### config.mk
export PLATFORM = sky130hd
export DESIGN_NAME = boot_sequencer
export DESIGN_NICKNAME = d
export VERILOG_FILES = /design/src/mk14_pkg.sv /design/src/boot_sequencer.sv
export SDC_FILE = /design/constraint.sdc
export NUM_CORES = 1
export LEC_CHECK = 0
export BUFFER_PORTS_ARGS = -buffer_cell sky130_fd_sc_hd__buf_4
export CORE_MARGIN = 2
export CORE_UTILIZATION = 35
export DETAILED_ROUTE_END_ITERATION = 12
export PLACE_DENSITY = 0.56
export REMOVE_ABC_BUFFERS = 1
export SYNTH_ARGS = -nofsm -noshare
export SYNTH_HDL_FRONTEND = slang
export SYNTH_SLANG_ARGS = --single-unit
export TNS_END_PERCENT = 10
### constraint.sdc
create_clock -name clk -period 3.1 [get_ports clk]
set_clock_uncertainty 0.1 [all_clocks]
set_input_delay 0.31 -clock clk [delete_from_list [all_inputs] [get_ports clk]]
set_output_delay 0.31 -clock clk [all_outputs]
set_load 0.01 [all_outputs]
### src/mk14_pkg.sv
// memory request struct, hex parser error enum, boot state enum, hex record type codes

package mk14_pkg;

	// one bus access, 25 bits
	typedef struct packed {
		logic [15:0] addr;
		logic [7:0] wdata;
		logic we;
	} mem_req_t;

	// parser result, held until soft_reset
	typedef enum logic [2:0] {
		ERR_NONE = 3'd0,
		ERR_START = 3'd1,	// no colon at record start
		ERR_DIGIT = 3'd2,	// not a hex digit
		ERR_CHECKSUM = 3'd3,	// record sum not zero
		ERR_TYPE = 3'd4	// unsupported record type
	} ihex_error_e;

	typedef enum logic [2:0] {
		ST_INIT = 3'd0,
		ST_RX_WAIT = 3'd1,	// load window open
		ST_START = 3'd2,
		ST_RUNNING = 3'd3,
		ST_HALTED = 3'd4
	} boot_state_e;

	// intel hex record types
	localparam logic [7:0] REC_DATA = 8'h00;
	localparam logic [7:0] REC_EOF = 8'h01;

endpackage

### src/boot_sequencer.sv
// boot state machine with load window timeout, core enable and halt key

module boot_sequencer #(
	parameter int RX_TIMEOUT_CYCLES = 100_000_000
)
(
	input logic clk,
	input logic soft_reset,
	input logic i_load_done,
	input logic i_halt_key,
	output logic o_rx_wait,
	output logic o_core_en
);

	localparam int CNT_W = $clog2(RX_TIMEOUT_CYCLES + 1);

	mk14_pkg::boot_state_e state;
	logic [CNT_W-1:0] timeout_cnt;

	assign o_rx_wait = (state == mk14_pkg::ST_RX_WAIT);

	always_ff @(posedge clk) begin
		if (soft_reset) begin
			state <= mk14_pkg::ST_INIT;
			o_core_en <= 1'b0;
		end else begin
			case (state)
			mk14_pkg::ST_INIT: begin
				o_core_en <= 1'b0;
				timeout_cnt <= CNT_W'(RX_TIMEOUT_CYCLES - 1);
				state <= mk14_pkg::ST_RX_WAIT;
			end
			mk14_pkg::ST_RX_WAIT: begin
				// a parser error does not end the wait
				if (i_load_done || timeout_cnt == '0)
					state <= mk14_pkg::ST_START;
				else
					timeout_cnt <= timeout_cnt - 1'b1;
			end
			mk14_pkg::ST_START: begin
				o_core_en <= 1'b1;
				state <= mk14_pkg::ST_RUNNING;
			end
			mk14_pkg::ST_RUNNING: begin
				if (i_halt_key) begin
					o_core_en <= 1'b0;
					state <= mk14_pkg::ST_HALTED;
				end
			end
			mk14_pkg::ST_HALTED: begin
				if (!i_halt_key)
					state <= mk14_pkg::ST_START;	// resume without reload
			end
			default:
				state <= mk14_pkg::ST_INIT;
			endcase
		end
	end

endmodule

* Yosys cells after proc, flatten, opt, wreduce, memory -nomap -nowiden *
Index checks and enable logic that the tools add are counted.

cells by class
  shifts and indexed selects = 0
  add/sub/neg operators = 1
  multipliers = 0
  muxes and demuxes = 8
  equality and inequality tests = 8
  divide/modulo/power cells = 0
  order comparisons = 0
  reductions and logical operators = 8
  bitwise operators = 1

operators by type and width
  operator                 number
  $pmux W27 S2             1
  $logic_not A27 Y1        1
  $mux W27                 1
  $sub A27 B1 Y27 const B  1
  $pmux W3 S5              1
  $mux W3                  3
  $eq A3 B2 Y1 const B     2
  $ne A2 B2 Y1 const B     3
  $reduce_and A3 Y1        2
  $eq A3 B1 Y1 const B     1
  $eq A3 B3 Y1 const B     1
  $logic_not A3 Y1         1
  $pmux W1 S3              1
  $reduce_bool A3 Y1       1
  $ne A2 B1 Y1 const B     1
  $reduce_and A2 Y1        1
  $reduce_bool A2 Y1       1
  $logic_or A1 B1 Y1       1
  $mux W1                  1
  $not A1 Y1               1

word-level totals
  RAM bits = 0
  bits in latches = 0
  output and inout bits = 2
  bits in read-only memories = 0
  memories kept = 0
  logic and storage cells = 29
  bits in registers = 31
  input port bits = 4

* Longest topological paths before layout *
Gate-level depths: netlist (run 1).

  depth after elaboration = 4
  gate-level depth with buffers = 7
  gate-level depth less buffers = 6

* Worst setup path before layout (run 1) *
No wires, ideal clock.

  path type = reg2reg
  start point = register timeout_cnt[6]
  end point = register timeout_cnt[19] (data pin)
  library setup time = 0.151 ns
  stages on the path, launching flop included = 7
  path buffers = 2
  required time = 2.849 ns
  setup slack = 0.628 ns
  period minus slack after synthesis = 2.472 ns
  arrival = 2.221 ns
  cells stage by stage = edfxtp_1 -> or4_1 -> clkbuf_2 -> or4_1 -> buf_2 -> or4_1 -> a21oi_1

between the ends
  cells in the longest elaborated chain, start to end = 3

RTL lines
  item                    line                  text
  start, declared         boot_sequencer.sv:18  logic [CNT_W-1:0] timeout_cnt;
  start signal, assigned  boot_sequencer.sv:30  timeout_cnt <= CNT_W'(RX_TIMEOUT_CYCLES - 1);
  start signal, assigned  boot_sequencer.sv:38  timeout_cnt <= timeout_cnt - 1'b1;
  $sub A27 B1 Y27         boot_sequencer.sv:38
  $mux W27                boot_sequencer.sv:35  if (i_load_done || timeout_cnt == '0)
  $pmux W27 S2            boot_sequencer.sv:27  case (state)

No other way between the ends. The select of a mux whose other input is x is not followed.
A chain may end at the register's enable or synchronous reset.

* Final worst setup path (run 1) *
  start point = register timeout_cnt[6]
  end point = register timeout_cnt[17] (data pin)

Same word-level chain as after synthesis.

==> results of run 1 <==
-- path summary, 6_finish.rpt --
| kind | from | to | slack, ns | depth (start not counted) |
|---|---|---|---|---|
| max | timeout_cnt[6] | timeout_cnt[17] | 0.47 | 4 |
| min | soft_reset | o_core_en | 0.13 | 2 |
| max reg2reg | timeout_cnt[6] | timeout_cnt[17] | 0.47 | 4 |
| min reg2reg | o_core_en | o_core_en | 0.38 | 2 |
-- cell usage in the layout (no fill, tap or decap), drive strengths merged, types with 2 or more instances in the layout --
cell type,count
xnor2,7
dfxtp,4
nand3b,3
nor4,13
inv,9
a31oi,2
and3,5
nor3,5
a21oi,10
clkbuf,8
or3,5
ha,2
and4,2
nand3,8
o31ai,6
or2,3
buf,10
nor2,11
edfxtp,27
o21ai,10
nand2b,3
nand2,11
xor2,3
or4,10
-- power groups by stage --
stage	Combinational, mW	Sequential, mW	Clock (mW)
detailed placement	0.132	0.541	0
CTS	0.132	0.533	0.312
finish	0.130	0.534	0.302
global route	0.145	0.539	0.329
global placement	0.127	0.539	0
floorplan	0.0854	0.532	0
-- cell families after synthesis --
group	synth area share [%]
flip-flops	50.8
multiplexers	0.571
XOR/XNOR	5.00
adder cells (fa/ha/maj)	1.43
AO/OA/AOI/OAI	10.8
buffers and inverters	4.64
AND/OR/NAND/NOR	26.7
-- cell type report --
cell class                      count  area (sq um)  area share, %
Timing Repair Buffer               10          75.1           3.86
Clock buffer                        8          80.1           4.12
Tap cell                           67          83.8           4.31
Inverter                            9          33.8           1.74
Sequential cell                    31           891           45.8
Multi-Input combinational cell    127           781           40.2
-- routing by layer --
metal,up-vias,part of all wire [%]
li1,684,-
met4,0,0.69
met1,662,48
met5,-,0
met2,30,47
met3,2,4.1
-- registers in the layout, indices dropped and copies added (netlist names) --
name / cells
o_core_en: 1
timeout_cnt: 27
state: 3
-- metrics by stage --
stage | setup slack, ns | hold slack (ns) | utilization, %
floorplan | 0.398 | 0.279 | -
global placement | 0.525 | 0.363 | 39.0
detailed placement | 0.469 | 0.364 | 39.0
CTS | 0.464 | 0.114 | 40.6
global route | 0.379 | 0.121 | 40.6
finish | 0.472 | 0.126 | 40.6
-- critical path: stages, from the launching register on --
cell      delay (ns)
edfxtp_1        0.45
or4_1           0.69
or4_1           0.67
or4_1           0.44
a21oi_1         0.15
==> impl.org, run 1 <==
** Status
- The flow ran to the end, and the final reports show no timing, DRC or antenna violations.

** Placement
- Number of I/O port buffers :: 5
- Post-detailed-placement cell area :: 1860 sq um
- Detailed placement ended at an HPWL of around 2500 um.
- At the end of routability-driven placement, the weighted congestion stood at between 0.7 and 0.8.
- Including well taps, the total number of placed cells is 244.

** Synthesis
- Top-area cell type share of the netlist area :: a little under half
- In this run the cell area of the synthesized design comes to roughly 1800 sq um.
- Cells after synthesis :: between 150 and 200
- During synthesis, Yosys emitted a total of 0 warnings.
- In this run, synthesis produced a sequential element count of 31.
- Async set-reset flop share out of synthesis :: 0%
- Main area contributors after synthesis :: edfxtp_1, nor4_1, dfxtp_1
- Top FF cell, synth :: edfxtp_1
- The commonest cells after synthesis are edfxtp_1, nor4_1, nand2_1, nor2_1.
- Among all cell types in the netlist, the one instantiated most often is edfxtp_1.
- After synthesis, flip-flops and latches occupy between 50% and 60% of the total area.
- The biggest area contributor in the post-synthesis netlist is edfxtp_1.
- Number of enable-type register cells in the synthesized netlist :: 27
- After synthesis, the netlist uses 36 different library cells.
- Each instance of the synthesized netlist takes up on average between 9 and 10 sq um.

** Clock tree
- Once the clock tree was built, the resizer swapped 0 gates to a different size.
- The H-tree was split into 2 levels.
- Clock-pin slew was measured on the worst setup and hold paths at 0.07 ns.
- Root buffer selected by CTS :: clkbuf_8
- Post-CTS timing repair inserted 0 buffers for setup.
- Buffers inserted during clock tree synthesis total 5.
- Counting along the longest clock path gives a buffer depth of 2.
- Buffers inserted to repair hold after CTS numbered 0.
- Source-to-sink clock delay at the later pin of the worst-skew pair :: around 0.28 ns
- TritonCTS built the clock tree.
- The tree built by TritonCTS fans out to 31 sinks.

** Power
- Power density over the cells :: 497 nW/um^2
- Net Sw Frac :: approximately 27%
- In this run, the clock network consumes 31.3% of the power.
- Share of total power in combinational logic :: a little over an eighth
- Net switching power figure :: between 0.2 and 0.3 mW
- Worst IR drop on VDD :: 0.232 mV
- The completed layout was analyzed and its total power is roughly 0.97 mW.
- Sequential fraction of design power :: ~55%
- Internal cell power :: 0.704 mW
- Total leakage power :: between 0.5 and 0.6 nW

** STA
- Adding up every negative setup slack in the final design gives 0 ns.
- Number of endpoints with negative hold slack in the final report :: 0
- Of the available clock period, the critical path in the final layout requires 84.8%.
- Minimum clock period after layout :: 2.63 ns
- Worst max-slew margin expressed relative to the limit :: between 50% and 60%
- Slew at the pin closest to its max-slew limit :: between 0.6 and 0.7 ns
- Derived from the worst setup path, the maximum achievable clock frequency is around 380 MHz.
- Number of pins with negative max-slew slack in the final report :: 0
- RSZ-0062 raised after global routing :: no
- Setup violations remaining at the end of the flow were counted as 0.

** Die
- Boundary pin count :: 6
- Row count :: 25
- In this run the vertical extent of the chip is around 75 um.
- Once the floorplan was initialized, standard cells occupied between 30% and 40% of the core.
- The die is ~75 um wide.
- Core region area :: 4790 sq um
- Area enclosed by the die boundary :: about 5600 sq um

** Global route
- Most Used Layer, Global Route :: met2
- Largest net degree at the start of global routing :: 28
- Number of global-route vias before repair :: ~1,300
- Initial antenna violation count :: 0
- GR Overflow Total :: 0
- Global-route wire length before repair :: about 6000 um
- Global routing consumed, on the met3 layer, roughly 4.0% of the routing resources.
- In the global route stage, met2 resource usage came out at approximately 23%.
- All-Layer GR Usage :: between 10% and 20%
- Met1 GRT Util :: 19.1%

** Drt
- ANT nets after route :: 0
- Via density per instance :: around 5.5
- Wires add up to about 3600 um.
- Detailed Route Iter0 Violations :: ~100
- After detailed routing, the average wire length per cell comes to 14.4 um.
- The detailed router placed roughly 1,400 vias in this run.
- Number of iterations in the first detailed-routing pass :: 4
- In the routed design, unresolved DRC markers number 0.

** Cells and area
- Counting the fill cells in the layout gives ~460.
- Total Nets Final :: 190
- After routing the design area is just under 2000 sq um.
- 0 antenna diodes ended up in the layout.
- Compared with the post-synthesis result, the final layout area differs by 10.9%.
- Number of standard cells in the layout, taps in and fillers out :: roughly 250
- Of the cells placed in the final design, the portion with a size suffix greater than 1 is between 10% and 20%.

** Critical path
- Critical path fanouts, max :: 7
- The worst setup path is captured at a register.
- Type of origin of the critical path :: register
- STA puts the critical path data required time at about 3.1 ns.
- Worst setup path class :: register to register
- CP arrival :: around 2.7 ns

** Hold path
- The worst hold path belongs to the class input port to register.

** Job
- Across the run, the number of max-cap violations was 0.
Note: power is estimated with default switching activity, not from simulation.
==> inputs of run 2 (changes only) <==
--- a/config.mk
+++ b/config.mk
@@ -5,6 +5,7 @@
 export SDC_FILE = /design/constraint.sdc
 export NUM_CORES = 1
 export LEC_CHECK = 0
+export ABC_AREA = 1
 export BUFFER_PORTS_ARGS = -buffer_cell sky130_fd_sc_hd__buf_4
 export CORE_MARGIN = 2
 export CORE_UTILIZATION = 35
==> constraint.sdc (replaced) <==
create_clock -name clk -period 2.67 [get_ports clk]
set_clock_uncertainty 0.1 [all_clocks]
set_input_delay 0.267 -clock clk [delete_from_list [all_inputs] [get_ports clk]]
set_output_delay 0.267 -clock clk [all_outputs]
set_load 0.01 [all_outputs]
==> impl.org, run 2 <==
** Critical path
- Worst EP required :: 2.55 ns (was 3.13 ns)
- The startpoint of the most critical setup path was timeout_cnt[0] (was timeout_cnt[6]).
- Critical path fanouts, max :: 15 (was 7)
- CP peak stage delay :: 0.63 ns (was 0.69 ns)
- The depth of the critical timing path with buffers and inverters included was 8 (was 4).
- Critical path destination :: timeout_cnt[0] (was timeout_cnt[17])
- Reg2Reg Capture Point :: timeout_cnt[0] (was timeout_cnt[17])
- Cell at the slowest stage of the critical path :: a21oi_2 (was or4_1)
- Setup slack of the most critical reg-to-reg path :: 0.35 ns (was 0.47 ns)
- CP arrival :: 2.20 ns (was 2.66 ns)
- The cell with the most instances on the worst path was nand3_1 (was or4_1).
- Critical path cell sequence :: inv_1 > ha_1 > nand3_1 > nor2_1 > nand3_1 > nand2_2 > a21oi_2 > buf_4 (was or4_1 > or4_1 > or4_1 > a21oi_1)
- The worst path buffer plus inverter count was 2 (was 0).
- The worst reg-to-reg path cell count was 8 (was 4).
- Worst setup path class :: register to register (unchanged)
- Critical Path End Type :: register (unchanged)
- Type of origin of the critical path :: register (unchanged)
- The origin of the critical flop-to-flop path is timeout_cnt[0] (was timeout_cnt[6]).
- The cell family with the largest share of critical-path delay is compound AO/OA/AOI/OAI gates (was simple AND/OR/NAND/NOR gates).

** Drt
- The DRC marker count from the first detailed-route iteration is 84 (was 102).
- The routed metal-1 wirelength came to 2010 um (was 1740 um).
- ANT nets after route :: 0 (unchanged)
- Final routed wire length divided by cell count :: 12.0 um (was 14.4 um)
- Via density per instance :: 4.63 (was 5.47)
- DR vias :: 1,508 (was 1,378)
- Detailed-routed wire length on met3 :: 101 um (was 149 um)
- The detailed-routed wire length on met2 is 1750 um (was 1700 um).
- The number of remaining DRC errors was 0 (unchanged).
- The first-pass iteration count of the detailed router is 4 (unchanged).
- Highest routed metal layer :: met4 (unchanged)
- WL final :: 3930 um (was 3620 um)

** Global route
- Largest net degree at the start of global routing :: 16 (was 28)
- Initial antenna violation count :: 0 (unchanged)
- The final global-route overflow total was 0 (unchanged).
- The first-pass GRT wire length was 6730 um (was 6040 um).
- The total global routing track utilization is 14.2% (was 14.4%).
- Number of global-route vias before repair :: 1,469 (was 1,272)

** Die
- The die extent in y was 78.2 um (was 74.8 um).
- Core region area :: 5200 sq um (was 4790 sq um)
- Die span in x :: 78.2 um (was 74.8 um)
- Row count :: 26 (was 25)
- The floorplan die area was 6110 sq um (was 5590 sq um).
- Initial Utilization :: 37.0% (was 36.6%)
- The count of boundary I/O pins was 6 (unchanged).

** Synthesis
- The dominant cell type by area after synthesis was edfxtp_1 (unchanged).
- Arithmetic-cell share of the synthesized area counting full adders, half adders and majority gates :: 1.30% (was 1.43%)
- The main combinational cell family by area after synthesis is simple AND/OR/NAND/NOR gates (unchanged).
- The distinct cell type count of the synthesized netlist came to 29 (was 36).
- The synthesized area per cell was 7.92 sq um (was 9.85 sq um).
- Post-synthesis instance area :: 1920 sq um (was 1750 sq um)
- The fraction of registers with async set or reset after synthesis is 0% (unchanged).
- Mux share of post-synthesis cell area :: 0% (was 0.571%)
- Top-area cell type share of the netlist area :: 42.1% (was 46.3%)
- Syn. warnings :: 0 (unchanged)
- FF+latch count, synth :: 31 (unchanged)
- The most used flip-flop cell after synthesis is edfxtp_1 (unchanged).
- Sequential area share after synthesis :: 46.3% (was 50.8%)
- Main area contributors after synthesis: edfxtp_1, nand2_1, nor2_1 (was edfxtp_1, nor4_1, dfxtp_1).
- Post-synthesis share of cell area spent on xor and xnor gates :: 1.82% (was 5.00%)
- The number of instances in the synthesized netlist came to 243 (was 178).
- The most common cell in the synthesized netlist is nand2_1 (was edfxtp_1).
- The fraction of the mapped netlist area in compound gates came to 6.70% (was 10.8%).
- The number of synthesized flops with an enable pin was 27 (unchanged).
- Top cell types by occurrence after synthesis :: nand2_1, nor2_1, inv_1, edfxtp_1, nand3_1 (was edfxtp_1, nor4_1, nand2_1, nor2_1)
- The simple-gate share of the synthesized area was 36.7% (was 26.7%).

** Clock tree
- Post-cts hold buffer count :: 0 (unchanged)
- Root buffer selected by CTS :: clkbuf_8 (unchanged)
- The clock net sink count was 31 (unchanged).
- The maximum number of buffers from clock root to sink is 2 (unchanged).
- The clock transition time at the flip-flop clock pins of the worst setup and hold paths was 0.07 ns (about the same).
- The deepest level of the CTS H-tree came to 2 (unchanged).
- CTS resizes :: 0 (unchanged)
- The total setup buffers inserted after CTS was 0 (unchanged).
- The clock network latency to the later pin of the worst-skew pair was 0.29 ns (was 0.28 ns).
- The number of buffers inserted during clock tree synthesis was 5 (unchanged).
- CTS tree :: done (unchanged)

** Cells and area
- Most used cells in the layout excluding fill and tap cells: nand2_1, nor2_1, inv_1 (was edfxtp_1, nor4_1, nand2_1, nor2_1).
- Commonest non-fill, non-tap cell in the layout :: nand2_1 (was edfxtp_1)
- The fraction of final layout cells with drive strength greater than 1 is 17.6% (was 10.8%).
- Total Nets Final :: 261 (was 190)
- The diode insertion count for antenna repair came to 0 (unchanged).
- Top flop regs :: timeout_cnt (27), state (3), o_core_en (1) (unchanged)
- Register with the highest flop count :: timeout_cnt (unchanged)
- Number of flip-flops under the largest register name :: 27 (unchanged)
- Growth of design area from synthesis to finish :: 12.9% (was 10.9%)

** Status
- Result of the run :: complete, no violations (unchanged)

** Placement
- The total half-perimeter wirelength after legalization and detailed placement was 2910 um (was 2500 um).
- Number of I/O port buffers :: 5 (unchanged)
- The placer congestion estimate is 0.875 (was 0.756).
- Post-placement setup slack :: 0.332 ns (was 0.469 ns)

** STA
- The final count of negative-setup-slack endpoints is 0 (unchanged).
- The final worst slack came to 0.346 ns (was 0.472 ns).
- The minimum clock period came to 2.32 ns (was 2.63 ns).
- The pin slew with the least headroom to its limit is 0.776 ns (was 0.663 ns).
- The maximum clock rate is 430 MHz (was 380 MHz).
- Total Neg Setup Slack :: 0 ns (unchanged)
- The normalized max-slew margin was 48.3% (was 55.7%).
- Final Cycle Share :: 87.0% (was 84.8%)
- Number of endpoints with negative hold slack in the final report :: 0 (unchanged)
- RSZ-0062 raised after global routing: no (unchanged).
- The count of pins over their slew limit is 0 (unchanged).

** Power
- Final total power :: 1.21 mW (was 0.966 mW)
- Power density over the cells :: 559 nW/um^2 (was 497 nW/um^2)
- The worst IR drop on VDD came to 0.273 mV (was 0.232 mV).
- Total leakage power :: 0.771 nW (was 0.584 nW)

** Job
- The max-capacitance violation count was 0 (unchanged).

** Hold path
- Worst hold-check path type :: input port to register (unchanged)
- Min-Delay Path Depth :: 2 (unchanged)
## run 2: cell count changes after synthesis, moves of 7 or more
cell / previous run / this run
nand2_1: 11 / 47
nor2_1: 11 / 46
inv_1: 9 / 29
nand3_1: 8 / 20
nor4_1: 13 / 1
nor2_2: 0 / 10
or4_1: 9 / 0
xnor2_1: 7 / 0
## run 2: cells by family after synthesis
family,after synthesis
flip-flops,31
AO/OA/AOI/OAI,24
AND/OR/NAND/NOR,147
buffers and inverters,35
XOR/XNOR,4
adder cells (fa/ha/maj),2
## run 2: layout make-up
| class | count | area, sq um |
|---|---|---|
| clock buffer | 6 | 82.6 |
| clock inverter | 2 | 35.0 |
| fill | 563 | 3030 |
| inverter | 33 | 125 |
| multi-input combinational | 177 | 900 |
| sequential | 31 | 891 |
| tap | 70 | 87.6 |
| timing repair buffer | 7 | 52.6 |
## run 2: worst min-delay path by stage
stage / from / to / slack, ns
floorplan: soft_reset / o_core_en / 0.24
CTS: soft_reset / o_core_en / 0.07
finish: soft_reset / o_core_en / 0.08
global route: soft_reset / o_core_en / 0.09
detailed placement: o_core_en / o_core_en / 0.37
global placement: o_core_en / o_core_en / 0.36
## run 2: metrics by stage
step	cell area [sq um]	std cells	utilization, %	hold WS, ns
after global placement	2060	318	39.5	0.365
after floorplan	1910	241	-	0.236
after global routing	2170	326	41.8	0.0912
after CTS	2170	326	41.8	0.0721
final	2170	326	41.8	0.0838
after detailed placement	2060	318	39.5	0.367
## run 2: metal layers
layer	vias to the layer above	GRT usage [%]
met5	-	0
met4	0	5.79
met3	8	3.56
met2	12	22.1
met1	674	18.9
li1	814	-
## run 2: where the power goes
part,switching (mW),internal (mW)
sequential,0.0214,0.565
combinational,0.0993,0.0440
clock,0.182,0.302
==> inputs of run 3 (changes only) <==
==> constraint.sdc (replaced) <==
create_clock -name clk -period 2.95 [get_ports clk]
set_clock_uncertainty 0.1 [all_clocks]
set_input_delay 0.295 -clock clk [delete_from_list [all_inputs] [get_ports clk]]
set_output_delay 0.295 -clock clk [all_outputs]
set_load 0.01 [all_outputs]
==> impl.org, run 3 (same netlist as run 2, synthesis figures left out) <==
** Drt
- The detailed-route wire length per cell was 12.0 um (about the same).
- Detailed Route Iter0 Violations :: 87 (was 84)
- Number of iterations in the first detailed-routing pass :: 4 (unchanged)
- ANT nets after route :: 0 (unchanged)
- The detailed-route vias per instance came to 4.69 (was 4.63).
- Count of unresolved DRC violations after routing :: 0 (unchanged)
- The wire length reported by the detailed router is 3920 um (was 3930 um).
- The detailed-route via count came to 1,528 (was 1,508).

** Critical path
- Setup slack of the most critical reg-to-reg path :: 0.65 ns (was 0.35 ns)
- The last element of the critical path was timeout_cnt[4] (was timeout_cnt[0]).
- CP peak stage delay :: 0.62 ns (was 0.63 ns)
- The library cell contributing the largest single delay on the critical path is a21oi_2 (unchanged).
- The worst reg-to-reg path cell count was 8 (unchanged).
- The data required time at the worst endpoint came to 2.83 ns (was 2.55 ns).
- The cell with the most instances on the worst path was nand3_1 (unchanged).
- Worst setup path class :: register to register (unchanged)
- Reg2Reg Capture Point :: timeout_cnt[4] (was timeout_cnt[0])
- Critical path's top delay family :: compound AO/OA/AOI/OAI gates (unchanged)
- The startpoint of the most critical setup path is timeout_cnt[0] (unchanged).
- The arrival time reported for the critical path endpoint came to 2.18 ns (was 2.20 ns).
- Type of origin of the critical path :: register (unchanged)
- The origin of the critical flop-to-flop path is timeout_cnt[0] (unchanged).
- The largest fanout of any net on the critical path is 15 (unchanged).
- CP Depth :: 8 (unchanged)
- The kind of end point of the critical path was a register (unchanged).
- Worst path buffer plus inverter count :: 2 (unchanged)
- Critical path cell sequence :: inv_1 > ha_1 > nand3_1 > nor2_1 > nand3_1 > nand2_2 > a21oi_2 > buf_4 (unchanged)

** Clock tree
- Cts bufs inserted :: 5 (unchanged)
- Source-to-sink clock delay at the later pin of the worst-skew pair :: 0.28 ns (was 0.29 ns)
- CTS max path bufs :: 2 (unchanged)
- Sink Count :: 31 (unchanged)
- The deepest level of the CTS H-tree is 2 (unchanged).
- Post-CTS Repair Setup Buffers :: 0 (unchanged)
- The clock transition time at the flip-flop clock pins of the worst setup and hold paths came to 0.07 ns (about the same).
- The cts-stage hold buffer count is 0 (unchanged).
- Root buffer selected by CTS :: clkbuf_8 (unchanged)
- CTS tree :: done (unchanged)
- CTS resizes :: 0 (unchanged)

** Power
- The power per cell area is 504 nW/um^2 (was 559 nW/um^2).
- Total leakage power :: 0.771 nW (unchanged)
- The worst IR drop on VDD is 0.265 mV (was 0.273 mV).
- Final total power :: 1.09 mW (was 1.21 mW)

** Global route
- Global-route wire length before repair :: 6730 um (unchanged)
- All-Layer GR Usage :: 14.0% (was 14.2%)
- The initial antenna violation count was 0 (unchanged).
- GR Overflow Total :: 0 (unchanged)
- The largest net degree at the start of global routing is 16 (unchanged).
- Number of global-route vias before repair :: 1,446 (was 1,469)

** Cells and area
- Top flop regs :: timeout_cnt (27), state (3), o_core_en (1) (unchanged)
- The diode insertion count for antenna repair came to 0 (unchanged).
- Growth of design area from synthesis to finish :: 12.9% (unchanged)
- The total area of multi-input combinational cells was 900 sq um (unchanged).
- The fraction of final layout cells with drive strength greater than 1 came to 17.6% (unchanged).
- Register with the highest flop count :: timeout_cnt (unchanged)
- Most used cells in the layout excluding fill and tap cells: nand2_1, nor2_1, inv_1 (unchanged).
- The area of all sequential standard cells came to 891 sq um (unchanged).
- Design area :: 2170 sq um (unchanged)
- The flip-flop count of the largest register after layout came to 27 (unchanged).
- Commonest non-fill, non-tap cell in the layout :: nand2_1 (unchanged)
- Number of fillers in the final layout :: 558 (was 563)
- The final net count came to 261 (unchanged).

** Die
- Area enclosed by the die boundary :: 6110 sq um (unchanged)
- The number of cell rows was 26 (unchanged).
- The overall die width came to 78.2 um (unchanged).
- The total core area is 5200 sq um (unchanged).
- The die extent in y came to 78.2 um (unchanged).
- Boundary pin count :: 6 (unchanged)
- Initial Utilization :: 37.0% (unchanged)

** Placement
- Post-detailed-placement cell area :: 2060 sq um (unchanged)
- The worst slack at placement is 0.618 ns (was 0.332 ns).
- Number of I/O port buffers :: 5 (unchanged)
- Placer congestion estimate :: 0.875 (about the same)
- HPWL after detailed placement :: 2910 um (about the same)

** STA
- The final count of negative-setup-slack endpoints came to 0 (unchanged).
- Total Neg Setup Slack :: 0 ns (unchanged)
- Worst hold-check slack :: 0.113 ns (was 0.0838 ns)
- The final worst slack came to 0.645 ns (was 0.346 ns).
- The hold violation count in the final report is 0 (unchanged).
- Max Clk Rate :: 434 MHz (was 430 MHz)
- The pin slew with the least headroom to its limit was 0.761 ns (was 0.776 ns).
- The count of pins over their slew limit came to 0 (unchanged).
- Worst max-slew margin expressed relative to the limit :: 49.3% (was 48.3%)
- Minimum clock period after layout :: 2.30 ns (was 2.32 ns)
- Final Cycle Share :: 78.1% (was 87.0%)
- RSZ-0062 raised after global routing: no (unchanged).

** Job
- The max-capacitance violation count was 0 (unchanged).

** Hold path
- The worst hold path class is input port to register (unchanged).
- The origin of the worst min-delay path was soft_reset (unchanged).

** Status
- Result of the run :: complete, no violations (unchanged)
==> run 3: worst min path at each step <==
| stage | end | slack, ns | cells after the start |
|---|---|---|---|
| after CTS | o_core_en | 0.10 | 2 |
| after global routing | o_core_en | 0.12 | 2 |
| after global placement | o_core_en | 0.36 | 2 |
| after detailed placement | o_core_en | 0.37 | 2 |
| final | o_core_en | 0.11 | 2 |
| after floorplan | o_core_en | 0.26 | 1 |
==> run 3: area by class of cell <==
cell class              count  share of cell area [%]
clock buffers               6                    3.80
clock inverters             2                    1.61
inverters                  33                    5.76
multi-input cells         177                    41.4
flip-flops and latches     31                    41.0
well taps                  70                    4.03
repair buffers              7                    2.42
==> run 3: worst register-to-register path, stage by stage (launching register included) <==
cell and delay [ns]:
edfxtp_1 0.35, inv_1 0.08, ha_1 0.20, nand3_1 0.07
nor2_1 0.05, nand3_1 0.07, nand2_2 0.08, a21oi_2 0.62
buf_4 0.37
==> run 3: metal layers <==
layer / global-route usage, % / vias up / part of all wire [%]
met5: 0 / - / 0
met3: 3.10 / 5 / 2.5
met2: 22.0 / 13 / 46
li1: - / 818 / -
met1: 19.2 / 692 / 50
met4: 4.74 / 0 / 1.3
==> run 3: per-stage QoR <==
stage / std cells / utilization, %
after floorplan: 241 / -
after global placement: 318 / 39.5
after detailed placement: 318 / 39.5
after CTS: 326 / 41.8
after global routing: 326 / 41.8
final: 326 / 41.8
==> run 3: where the power goes <==
group          switching (mW)  internal [mW]  leakage, nW
registers              0.0196          0.511        0.238
logic                  0.0898         0.0400        0.471
clock network           0.161          0.273       0.0612
total                   0.270          0.825        0.771
